[src/fp_pkg.sv]
// shared definitions for the single-precision FPU
// format constants, opcode and rounding types, and the pre-round lane result
package fp_pkg;

  localparam int exp_w      = 8;
  localparam int man_w      = 23;
  localparam int bias       = 127;
  localparam int pipe_depth = 3;

  typedef struct packed {
    logic             sign;
    logic [exp_w-1:0] exp;
    logic [man_w-1:0] man;
  } float_t;

  // significand with the hidden bit on top
  typedef logic [man_w:0] sig_t;

  // one-hot, add in bit 0
  typedef struct packed {
    logic mul;
    logic sub;
    logic add;
  } op_t;

  // codes above 3'b011 are treated as nearest-even
  typedef logic [2:0] rm_t;
  localparam rm_t rm_rne = 3'b000;
  localparam rm_t rm_rtz = 3'b001;
  localparam rm_t rm_rdn = 3'b010;
  localparam rm_t rm_rup = 3'b011;

  typedef struct packed {
    logic overflow;
    logic underflow;
    logic inexact;
  } flags_t;

  typedef enum logic [1:0] {
    sp_none,
    sp_zero,
    sp_inf,
    sp_nan
  } special_t;

  // lane result ahead of rounding, exponent still biased but signed
  typedef struct packed {
    logic                    sign;
    logic signed [exp_w+1:0] exp;
    sig_t                    sig;
    logic                    guard;
    logic                    round;
    logic                    sticky;
    special_t                special;
  } pre_round_t;

  localparam float_t canon_nan = 32'h7fc00000;

endpackage
[src/fpu_top.sv]
// pipelined single-precision FPU with add/sub and multiply lanes
// three-cycle latency, one operation per cycle, idle lane outputs zero
module fpu_top (
  input  logic           clk,
  input  logic           rst,
  input  logic           op_valid,
  input  fp_pkg::op_t    op,
  input  fp_pkg::float_t a,
  input  fp_pkg::float_t b,
  input  fp_pkg::rm_t    frm,
  output fp_pkg::float_t fadd_result,
  output fp_pkg::flags_t fadd_flags,
  output fp_pkg::float_t fmul_result,
  output fp_pkg::flags_t fmul_flags,
  output logic           done
);
  import fp_pkg::*;

  logic             sign_a;
  logic             sign_b;
  logic [exp_w-1:0] exp_a;
  logic [exp_w-1:0] exp_b;
  sig_t             sig_a;
  sig_t             sig_b;
  logic             zero_a;
  logic             zero_b;
  logic             inf_a;
  logic             inf_b;
  logic             nan_a;
  logic             nan_b;

  logic             sub_s1;
  rm_t              rm_s1;
  logic             add_s2;
  logic             mul_s2;
  rm_t              rm_s2;

  pre_round_t       pre_add;
  pre_round_t       pre_mul;

  fp_ctrl u_ctrl (
    .clk      (clk),
    .rst      (rst),
    .op_valid (op_valid),
    .op       (op),
    .frm      (frm),
    .sub_s1   (sub_s1),
    .rm_s1    (rm_s1),
    .add_s2   (add_s2),
    .mul_s2   (mul_s2),
    .rm_s2    (rm_s2),
    .done     (done)
  );

  fp_unpack u_unpack (
    .clk    (clk),
    .rst    (rst),
    .a      (a),
    .b      (b),
    .sign_a (sign_a),
    .sign_b (sign_b),
    .exp_a  (exp_a),
    .exp_b  (exp_b),
    .sig_a  (sig_a),
    .sig_b  (sig_b),
    .zero_a (zero_a),
    .zero_b (zero_b),
    .inf_a  (inf_a),
    .inf_b  (inf_b),
    .nan_a  (nan_a),
    .nan_b  (nan_b)
  );

  fp_mul_lane u_mul_lane (
    .clk    (clk),
    .rst    (rst),
    .sign_a (sign_a),
    .sign_b (sign_b),
    .exp_a  (exp_a),
    .exp_b  (exp_b),
    .sig_a  (sig_a),
    .sig_b  (sig_b),
    .zero_a (zero_a),
    .zero_b (zero_b),
    .inf_a  (inf_a),
    .inf_b  (inf_b),
    .nan_a  (nan_a),
    .nan_b  (nan_b),
    .pre    (pre_mul)
  );

  fp_add_lane u_add_lane (
    .clk    (clk),
    .rst    (rst),
    .sub_s1 (sub_s1),
    .rm     (rm_s1),
    .sign_a (sign_a),
    .sign_b (sign_b),
    .exp_a  (exp_a),
    .exp_b  (exp_b),
    .sig_a  (sig_a),
    .sig_b  (sig_b),
    .zero_a (zero_a),
    .zero_b (zero_b),
    .inf_a  (inf_a),
    .inf_b  (inf_b),
    .nan_a  (nan_a),
    .nan_b  (nan_b),
    .pre    (pre_add)
  );

  // sub shares the add lane outputs
  fp_round round_add (
    .clk    (clk),
    .rst    (rst),
    .pre    (pre_add),
    .rm     (rm_s2),
    .active (add_s2),
    .result (fadd_result),
    .flags  (fadd_flags)
  );

  fp_round round_mul (
    .clk    (clk),
    .rst    (rst),
    .pre    (pre_mul),
    .rm     (rm_s2),
    .active (mul_s2),
    .result (fmul_result),
    .flags  (fmul_flags)
  );

endmodule

[src/fp_round.sv]
// rounding and output stage for one lane
// applies the rounding mode, handles overflow and flush-to-zero, and builds flags
module fp_round (
  input  logic               clk,
  input  logic               rst,
  input  fp_pkg::pre_round_t pre,
  input  fp_pkg::rm_t        rm,
  input  logic               active,
  output fp_pkg::float_t     result,
  output fp_pkg::flags_t     flags
);
  import fp_pkg::*;

  localparam logic signed [exp_w+1:0] exp_max = 2**exp_w - 1;

  logic                    inexact;
  logic                    inc;
  logic                    to_inf;
  logic [man_w+1:0]        rounded;
  sig_t                    sig_r;
  logic signed [exp_w+1:0] exp_r;
  float_t                  res_d;
  flags_t                  flags_d;

  always_comb begin
    inexact = pre.guard | pre.round | pre.sticky;
    case (rm)
      rm_rtz:  inc = 1'b0;
      rm_rdn:  inc = pre.sign & inexact;
      rm_rup:  inc = ~pre.sign & inexact;
      default: inc = pre.guard & (pre.round | pre.sticky | pre.sig[0]);
    endcase

    rounded = {1'b0, pre.sig} + (man_w+2)'(inc);
    if (rounded[man_w+1]) begin
      sig_r = rounded[man_w+1:1];
      exp_r = pre.exp + (exp_w+2)'(1);
    end else begin
      sig_r = rounded[man_w:0];
      exp_r = pre.exp;
    end

    // modes that round toward zero for this sign saturate at max finite
    to_inf = !((rm == rm_rtz) || (rm == rm_rdn && !pre.sign) || (rm == rm_rup && pre.sign));

    flags_d = '0;
    case (pre.special)
      sp_nan:  res_d = canon_nan;
      sp_inf:  res_d = {pre.sign, {exp_w{1'b1}}, {man_w{1'b0}}};
      sp_zero: res_d = {pre.sign, {(exp_w+man_w){1'b0}}};
      default: begin
        if (exp_r >= exp_max) begin
          flags_d.overflow = 1'b1;
          flags_d.inexact  = 1'b1;
          res_d = to_inf ? {pre.sign, {exp_w{1'b1}}, {man_w{1'b0}}} :
                           {pre.sign, {(exp_w-1){1'b1}}, 1'b0, {man_w{1'b1}}};
        end else if (exp_r[exp_w+1] || exp_r == '0) begin
          // below the normal range, flush
          flags_d.underflow = 1'b1;
          flags_d.inexact   = 1'b1;
          res_d = {pre.sign, {(exp_w+man_w){1'b0}}};
        end else begin
          flags_d.inexact = inexact;
          res_d = {pre.sign, exp_r[exp_w-1:0], sig_r[man_w-1:0]};
        end
      end
    endcase
  end

  always_ff @(posedge clk) begin
    if (rst || !active) begin
      result <= '0;
      flags  <= '0;
    end else begin
      result <= res_d;
      flags  <= flags_d;
    end
  end

  // either lane must hand over a normalized significand for a finite result
  assert property (@(posedge clk) disable iff (rst)
    active && pre.special == sp_none |-> pre.sig[man_w]);

endmodule

[src/fp_add_lane.sv]
// add/subtract lane, stage 2
// operand swap, sticky alignment, add or subtract and leading-zero normalization
module fp_add_lane (
  input  logic                     clk,
  input  logic                     rst,
  input  logic                     sub_s1,
  input  fp_pkg::rm_t              rm,
  input  logic                     sign_a,
  input  logic                     sign_b,
  input  logic [fp_pkg::exp_w-1:0] exp_a,
  input  logic [fp_pkg::exp_w-1:0] exp_b,
  input  fp_pkg::sig_t             sig_a,
  input  fp_pkg::sig_t             sig_b,
  input  logic                     zero_a,
  input  logic                     zero_b,
  input  logic                     inf_a,
  input  logic                     inf_b,
  input  logic                     nan_a,
  input  logic                     nan_b,
  output fp_pkg::pre_round_t       pre
);
  import fp_pkg::*;

  // significand plus guard, round and sticky
  localparam int ext_w = man_w + 4;

  logic                    sign_b_eff;
  logic                    eff_sub;
  logic                    a_big;
  logic                    sign_big;
  logic [exp_w-1:0]        exp_big;
  logic [exp_w-1:0]        diff;
  sig_t                    sig_big;
  sig_t                    sig_small;
  logic [2*man_w+3:0]      shifted;
  logic [ext_w-1:0]        aligned;
  logic [ext_w:0]          sum;
  logic [4:0]              lz;
  logic [ext_w-1:0]        norm;
  logic signed [exp_w+1:0] exp_ext;
  pre_round_t              pre_d;

  assign sign_b_eff = sign_b ^ sub_s1;
  assign eff_sub    = sign_a ^ sign_b_eff;
  assign a_big      = {exp_a, sig_a} >= {exp_b, sig_b};

  assign sign_big  = a_big ? sign_a : sign_b_eff;
  assign exp_big   = a_big ? exp_a : exp_b;
  assign sig_big   = a_big ? sig_a : sig_b;
  assign sig_small = a_big ? sig_b : sig_a;
  assign diff      = a_big ? (exp_a - exp_b) : (exp_b - exp_a);

  // bits shifted past the round position collapse into sticky
  assign shifted = {sig_small, (man_w+3)'(0)} >> diff;
  assign aligned = (diff <= exp_w'(man_w + 3)) ?
                   {shifted[2*man_w+3 -: man_w+3], |shifted[man_w:0]} :
                   {(ext_w-1)'(0), |sig_small};

  assign sum = eff_sub ? ({1'b0, sig_big, 3'b000} - {1'b0, aligned}) :
                         ({1'b0, sig_big, 3'b000} + {1'b0, aligned});

  fp_lzd u_lzd (
    .sum   (sum[ext_w-1:0]),
    .count (lz)
  );

  assign norm    = sum[ext_w-1:0] << lz;
  assign exp_ext = $signed({2'b00, exp_big});

  always_comb begin
    pre_d.sign = sign_big;
    if (sum[ext_w]) begin
      // carry out of the add
      pre_d.exp    = exp_ext + (exp_w+2)'(1);
      pre_d.sig    = sum[ext_w -: man_w+1];
      pre_d.guard  = sum[3];
      pre_d.round  = sum[2];
      pre_d.sticky = |sum[1:0];
    end else begin
      pre_d.exp    = exp_ext - (exp_w+2)'(lz);
      pre_d.sig    = norm[ext_w-1 -: man_w+1];
      pre_d.guard  = norm[2];
      pre_d.round  = norm[1];
      pre_d.sticky = norm[0];
    end

    if (nan_a || nan_b || (inf_a && inf_b && eff_sub)) begin
      pre_d.special = sp_nan;
    end else if (inf_a || inf_b) begin
      pre_d.special = sp_inf;
      pre_d.sign    = inf_a ? sign_a : sign_b_eff;
    end else if (sum == '0) begin
      // exact cancellation is -0 only when rounding down
      pre_d.special = sp_zero;
      pre_d.sign    = eff_sub ? (rm == rm_rdn) : (sign_a & zero_a & zero_b);
    end else begin
      pre_d.special = sp_none;
    end
  end

  always_ff @(posedge clk) begin
    if (rst) begin
      // cleared register holds a zero result
      pre         <= '0;
      pre.special <= sp_zero;
    end else begin
      pre <= pre_d;
    end
  end

  // lzd count must leave the hidden bit set on any finite nonzero sum
  assert property (@(posedge clk) disable iff (rst)
    pre.special == sp_none |-> pre.sig[man_w]);

endmodule

[src/fp_mul_lane.sv]
// multiply lane, stage 2
// exponent sum, significand product and one-step normalization
module fp_mul_lane (
  input  logic                     clk,
  input  logic                     rst,
  input  logic                     sign_a,
  input  logic                     sign_b,
  input  logic [fp_pkg::exp_w-1:0] exp_a,
  input  logic [fp_pkg::exp_w-1:0] exp_b,
  input  fp_pkg::sig_t             sig_a,
  input  fp_pkg::sig_t             sig_b,
  input  logic                     zero_a,
  input  logic                     zero_b,
  input  logic                     inf_a,
  input  logic                     inf_b,
  input  logic                     nan_a,
  input  logic                     nan_b,
  output fp_pkg::pre_round_t       pre
);
  import fp_pkg::*;

  logic [2*man_w+1:0]      prod;
  logic signed [exp_w+1:0] exp_sum;
  pre_round_t              pre_d;

  assign prod    = sig_a * sig_b;
  assign exp_sum = $signed({2'b00, exp_a}) + $signed({2'b00, exp_b}) - (exp_w+2)'(bias);

  always_comb begin
    pre_d.sign = sign_a ^ sign_b;
    // product lies in [1,4), so at most one right shift
    if (prod[2*man_w+1]) begin
      pre_d.exp    = exp_sum + (exp_w+2)'(1);
      pre_d.sig    = prod[2*man_w+1 -: man_w+1];
      pre_d.guard  = prod[man_w];
      pre_d.round  = prod[man_w-1];
      pre_d.sticky = |prod[man_w-2:0];
    end else begin
      pre_d.exp    = exp_sum;
      pre_d.sig    = prod[2*man_w -: man_w+1];
      pre_d.guard  = prod[man_w-1];
      pre_d.round  = prod[man_w-2];
      pre_d.sticky = |prod[man_w-3:0];
    end

    if (nan_a || nan_b || (inf_a && zero_b) || (zero_a && inf_b)) begin
      pre_d.special = sp_nan;
    end else if (inf_a || inf_b) begin
      pre_d.special = sp_inf;
    end else if (zero_a || zero_b) begin
      pre_d.special = sp_zero;
    end else begin
      pre_d.special = sp_none;
    end
  end

  always_ff @(posedge clk) begin
    if (rst) begin
      pre <= '0;
    end else begin
      pre <= pre_d;
    end
  end

endmodule

[src/fp_ctrl.sv]
// pipeline control for the FPU
// decodes the opcode and carries valid, lane select and rounding mode to done
module fp_ctrl (
  input  logic        clk,
  input  logic        rst,
  input  logic        op_valid,
  input  fp_pkg::op_t op,
  input  fp_pkg::rm_t frm,
  output logic        sub_s1,
  output fp_pkg::rm_t rm_s1,
  output logic        add_s2,
  output logic        mul_s2,
  output fp_pkg::rm_t rm_s2,
  output logic        done
);
  import fp_pkg::*;

  // one bit per stage, the last one is done
  logic [pipe_depth-1:0] valid_q;
  op_t                   op_s1;

  always_ff @(posedge clk) begin
    if (rst) begin
      valid_q <= '0;
      op_s1   <= '0;
      rm_s1   <= rm_rne;
      add_s2  <= 1'b0;
      mul_s2  <= 1'b0;
      rm_s2   <= rm_rne;
    end else begin
      valid_q <= {valid_q[pipe_depth-2:0], op_valid};
      op_s1   <= op_valid ? op : '0;
      // unsupported modes fall back to nearest-even
      rm_s1   <= frm[2] ? rm_rne : frm;
      add_s2  <= valid_q[0] & (op_s1.add | op_s1.sub);
      mul_s2  <= valid_q[0] & op_s1.mul;
      rm_s2   <= rm_s1;
    end
  end

  assign sub_s1 = valid_q[0] & op_s1.sub;
  assign done   = valid_q[pipe_depth-1];

  // a strobe selects exactly one lane
  assert property (@(posedge clk) disable iff (rst) op_valid |-> $onehot(op));

endmodule

[src/fp_unpack.sv]
// operand unpack stage
// registers a and b, restores the hidden bit and classifies special values
module fp_unpack (
  input  logic                     clk,
  input  logic                     rst,
  input  fp_pkg::float_t           a,
  input  fp_pkg::float_t           b,
  output logic                     sign_a,
  output logic                     sign_b,
  output logic [fp_pkg::exp_w-1:0] exp_a,
  output logic [fp_pkg::exp_w-1:0] exp_b,
  output fp_pkg::sig_t             sig_a,
  output fp_pkg::sig_t             sig_b,
  output logic                     zero_a,
  output logic                     zero_b,
  output logic                     inf_a,
  output logic                     inf_b,
  output logic                     nan_a,
  output logic                     nan_b
);
  import fp_pkg::*;

  // subnormals lose their fraction here
  function automatic sig_t restore(float_t f);
    return (f.exp == '0) ? '0 : {1'b1, f.man};
  endfunction

  function automatic logic is_inf(float_t f);
    return (&f.exp) && (f.man == '0);
  endfunction

  function automatic logic is_nan(float_t f);
    return (&f.exp) && (f.man != '0);
  endfunction

  always_ff @(posedge clk) begin
    sign_a <= a.sign;
    sign_b <= b.sign;
    exp_a  <= a.exp;
    exp_b  <= b.exp;
    sig_a  <= restore(a);
    sig_b  <= restore(b);
  end

  always_ff @(posedge clk) begin
    if (rst) begin
      zero_a <= 1'b0;
      zero_b <= 1'b0;
      inf_a  <= 1'b0;
      inf_b  <= 1'b0;
      nan_a  <= 1'b0;
      nan_b  <= 1'b0;
    end else begin
      zero_a <= (a.exp == '0);
      zero_b <= (b.exp == '0);
      inf_a  <= is_inf(a);
      inf_b  <= is_inf(b);
      nan_a  <= is_nan(a);
      nan_b  <= is_nan(b);
    end
  end

endmodule

[src/fp_lzd.sv]
// leading-zero counter for the add lane sum
// binary tree search over 27 bits padded with ones to 32
module fp_lzd (
  input  logic [26:0] sum,
  output logic [4:0]  count
);

  logic [31:0] x0;
  logic [31:0] x1;
  logic [31:0] x2;
  logic [31:0] x3;
  logic        top;

  // ones in the pad stop the count at 27 for a zero sum
  assign x0 = {sum, 5'b11111};

  assign count[4] = ~|x0[31:16];
  assign x1       = count[4] ? {x0[15:0], 16'h0} : x0;

  assign count[3] = ~|x1[31:24];
  assign x2       = count[3] ? {x1[23:0], 8'h0} : x1;

  assign count[2] = ~|x2[31:28];
  assign x3       = count[2] ? {x2[27:0], 4'h0} : x2;

  assign count[1] = ~|x3[31:30];
  assign top      = count[1] ? x3[29] : x3[31];

  assign count[0] = ~top;

endmodule

[config.mk]
export PLATFORM = sky130hd
export DESIGN_NAME = fpu_top
export DESIGN_NICKNAME = d
export VERILOG_FILES = /design/src/fp_pkg.sv /design/src/fpu_top.sv /design/src/fp_round.sv /design/src/fp_add_lane.sv /design/src/fp_mul_lane.sv /design/src/fp_ctrl.sv /design/src/fp_unpack.sv /design/src/fp_lzd.sv
export SDC_FILE = /design/constraint.sdc
export NUM_CORES = 2
export LEC_CHECK = 0
export ABC_AREA = 1
export BUFFER_PORTS_ARGS = -buffer_cell sky130_fd_sc_hd__buf_4
export CORE_MARGIN = 2
export CORE_UTILIZATION = 38
export CTS_BUF_LIST = sky130_fd_sc_hd__clkbuf_2 sky130_fd_sc_hd__clkbuf_4 sky130_fd_sc_hd__clkbuf_8
export DETAILED_ROUTE_END_ITERATION = 16
export GPL_ROUTABILITY_DRIVEN = 0
export SLEW_MARGIN = 0
export SYNTH_ARGS = -nofsm -noshare
export SYNTH_HDL_FRONTEND = slang
export SYNTH_SLANG_ARGS = --single-unit
export TNS_END_PERCENT = 20
[constraint.sdc]
create_clock -name clk -period 18.93 [get_ports clk]
set_clock_uncertainty 0.05 [all_clocks]
set_input_delay 4.7325 -clock clk [delete_from_list [all_inputs] [get_ports clk]]
set_output_delay 4.7325 -clock clk [all_outputs]
set_load 0.02 [all_outputs]
==> results.md <==
- Dpl ws: 6.80 ns
- Clock transition at path regs: 0.06 ns
- Clock Path Buffers: 3
- GR Overflow Total: 0
- Setup violations, final: 0
- Syn Area/Cell: 7.03 sq um
- Final WL: 119000 microns
- Number of cells on the critical path: 65
- CTS tree: built
- Share of layout cells above drive strength 1: 0.0670
- Drt drc: 0
- Initial antenna violation count: 2
- R2r endpoint: u_add_lane.pre[35]
- Final hold violations: 0
- Worst r2r src: u_unpack.sig_b[11]
- Net count after synthesis: 6147
- R2r setup slk: 6.51 ns
- Nets: 6120
- Die ar.: 100000 sq um
- GRT Max-Usage Layer: met2
- Slew headroom: 0.281
- Min Clock Period, post-route: 12.42 ns
- Max FO, Critical Path: 97
- Most common cell after layout, fill and taps aside: nand2_1
- Initial Util: 0.383
- Final cycle utilization of the critical path: 0.656
- Final Max Tran Viols: 0
- Clk root buf: clkbuf_8
- First-pass GRT wire length: 188000 microns
- Worst-Skew Late Latency: 0.69 ns
- Reg2reg path depth: 65
- Post-synth design cell area: 37100 sq um
- Setup Fix Bufs, Post-CTS: 0
- Gr usage total: 0.240
- Area share of the largest cell type after synthesis: 0.263
- Via/cell ratio: 5.14
- Fill cell total of the finished layout: 10.1k
- Antenna Nets Post-Route: 0
- Crit. End Element: flip-flop
- Worst path arrival time: 12.87 ns
- Largest area contributor in the netlist: fa_1
- Core footprint: 96700 sq um
- Vias in the first global route: 33.2k
- Status: completed
- Die Ht: 316 microns
- CTS Buf Count: 42
- Finished Cell Area: 40100 sq um
- Post-synthesis sequential area ratio: 0.126
- Die width: 316 microns
- Synth Register Bits: 234
- Yosys cell types: 62
- Area Growth Syn to Fin: 8.00%
- Crit-path most repeated cell: nand2_1
- M2 GR Usage: 0.382
- Drt pass-1 iters: 7
- Largest net degree at the start of global routing: 98
- Routed wire per std cell: 18.2 microns
- Met3 Use GR: 0.0410
- Top post-synthesis cells by area: fa_1 (26%), dfxtp_1 (13%), nand2_1 (12%)
- Most frequent cells in the layout: nand2_1 (1224), inv_1 (1063), fa_1 (487), nand3_1 (456), nor2_1 (350)
- Placement Cell Area: 39000 sq um
- Total number of vias: 33.7k
- CTS resizes: 0
- Setup TNS: 0 ns
- I/O Buffers: 143
- Setup crit end: u_add_lane.pre[35]
- Mapped Cells: 5276
- Max_cap viols: 0
- Count of hold-fix buffers inserted at cts: 0
- Global routing met1 resource utilization: 0.321
- Rows: 114
- YS warnings: 0
- Top delay family on crit path: simple AND/OR/NAND/NOR gates
- CP bufs+invs: 13
- Maximum operating frequency: 0.0805 GHz
- Unrepaired setup endpoints after global routing: no
- Crit-path slowest cell: nand2_4
- Crit path kind: reg -> reg
- Final worst slack: 6.51 ns
- Clock Sinks: 234
- Post-DP HPWL: 90400 microns
- # H-tree levels: 2
- Slew @ Worst Pin: 1.08 ns
- Critical Path RT: 19.39 ns
- # IOs: 144
- Critical path launch point type: flip-flop
- Max stage delay on crit path: 0.63 ns
- Hold Crit Class: reg -> reg
- Crit path from: u_unpack.sig_b[11]
- Drt initial violations: 2940
Yosys cell counts, drive strengths merged:
cell type and n:
o41ai 1, nor2 359, ha 311, nand3 460, a211o 2, o21bai 13
clkbuf 218, o21ai 187, a22oi 2, nor4 33, or2 18, o221ai 3
o21a 8, nand2 1239, or3 1, clkinv 4, nand3b 15, mux2i 1
inv 1080, and3 3, nand4 75, a211oi 5, o2111ai 1, a21oi 242
and2 2, o22ai 3, dfxtp 234, o31ai 8, nor3 38, a31oi 17
xnor2 33, a41oi 1, a21boi 2, buf 56, o211ai 7, nor4b 1
nor3b 4, a311oi 1, a221o 1, xor2 93, fa 487, o311ai 1
a21o 6
layer usage:
layer,up-vias,share of wire
met3,306,0.083
met1,15900,0.43
met5,-,0.000084
met4,2,0.050
li1,16100,-
met2,1403,0.44
worst min path at each step:
stage,slack (ns),cells past startpoint,to,start
final,0.35,2,u_ctrl.valid_q[2],u_ctrl.valid_q[1]
after global routing,0.39,2,u_ctrl.valid_q[2],u_ctrl.valid_q[1]
after CTS,0.36,2,u_ctrl.valid_q[2],u_ctrl.valid_q[1]
after detailed placement,0.35,2,u_ctrl.valid_q[2],u_ctrl.valid_q[1]
after global placement,0.34,2,u_ctrl.valid_q[2],u_ctrl.valid_q[1]
after floorplan,0.34,2,u_ctrl.valid_q[2],u_ctrl.valid_q[1]
area by class of cell:
type	instances	area (sq um)	share of cell area
diodes	3	7.51	0.000187
multi-input cells	3684	27200	0.678
flip-flops and latches	234	4680	0.117
repair buffers	203	1520	0.0380
well taps	1276	1600	0.0399
inverters	1084	4070	0.102
clock inverters	22	298	0.00743
clock buffers	55	701	0.0175
cell families after synthesis:
kind of cell               share of synthesized area
muxes                                       0.000270
buffers and inverters                          0.141
xor gates and xnor gates                      0.0307
and+or+nand+nor                                0.259
DFF                                            0.126
AOI/OAI and AO/OA                             0.0752
adders and majority gates                      0.368
through the flow:
step                utilization  hold WS, ns  std cells
floorplan                     -        0.338       5276
global placement          0.404        0.344       6481
detailed placement        0.404        0.348       6481
CTS                       0.414        0.359       6558
global route              0.414        0.388       6561
finish                    0.414        0.350       6561
worst min-delay path, cell delays in order (launching register included):
cell and delay, ns:
dfxtp_1 0.29, inv_1 0.04, nor2_1 0.03
registers in the layout (all words and copies together) (netlist names), 2 cells and up:
name and flops:
round_add.flags 3, round_add.result 32, round_mul.flags 3, round_mul.result 32, u_add_lane.pre 40, u_ctrl.op_s1 3
u_ctrl.rm_s1 2, u_ctrl.rm_s2 2, u_ctrl.valid_q 3, u_mul_lane.pre 40, u_unpack.exp_a 8, u_unpack.exp_b 8
u_unpack.sig_a 24, u_unpack.sig_b 24
Power is not shown: default switching activity piles up to over one toggle a cycle in this logic, so the estimate is an artifact.
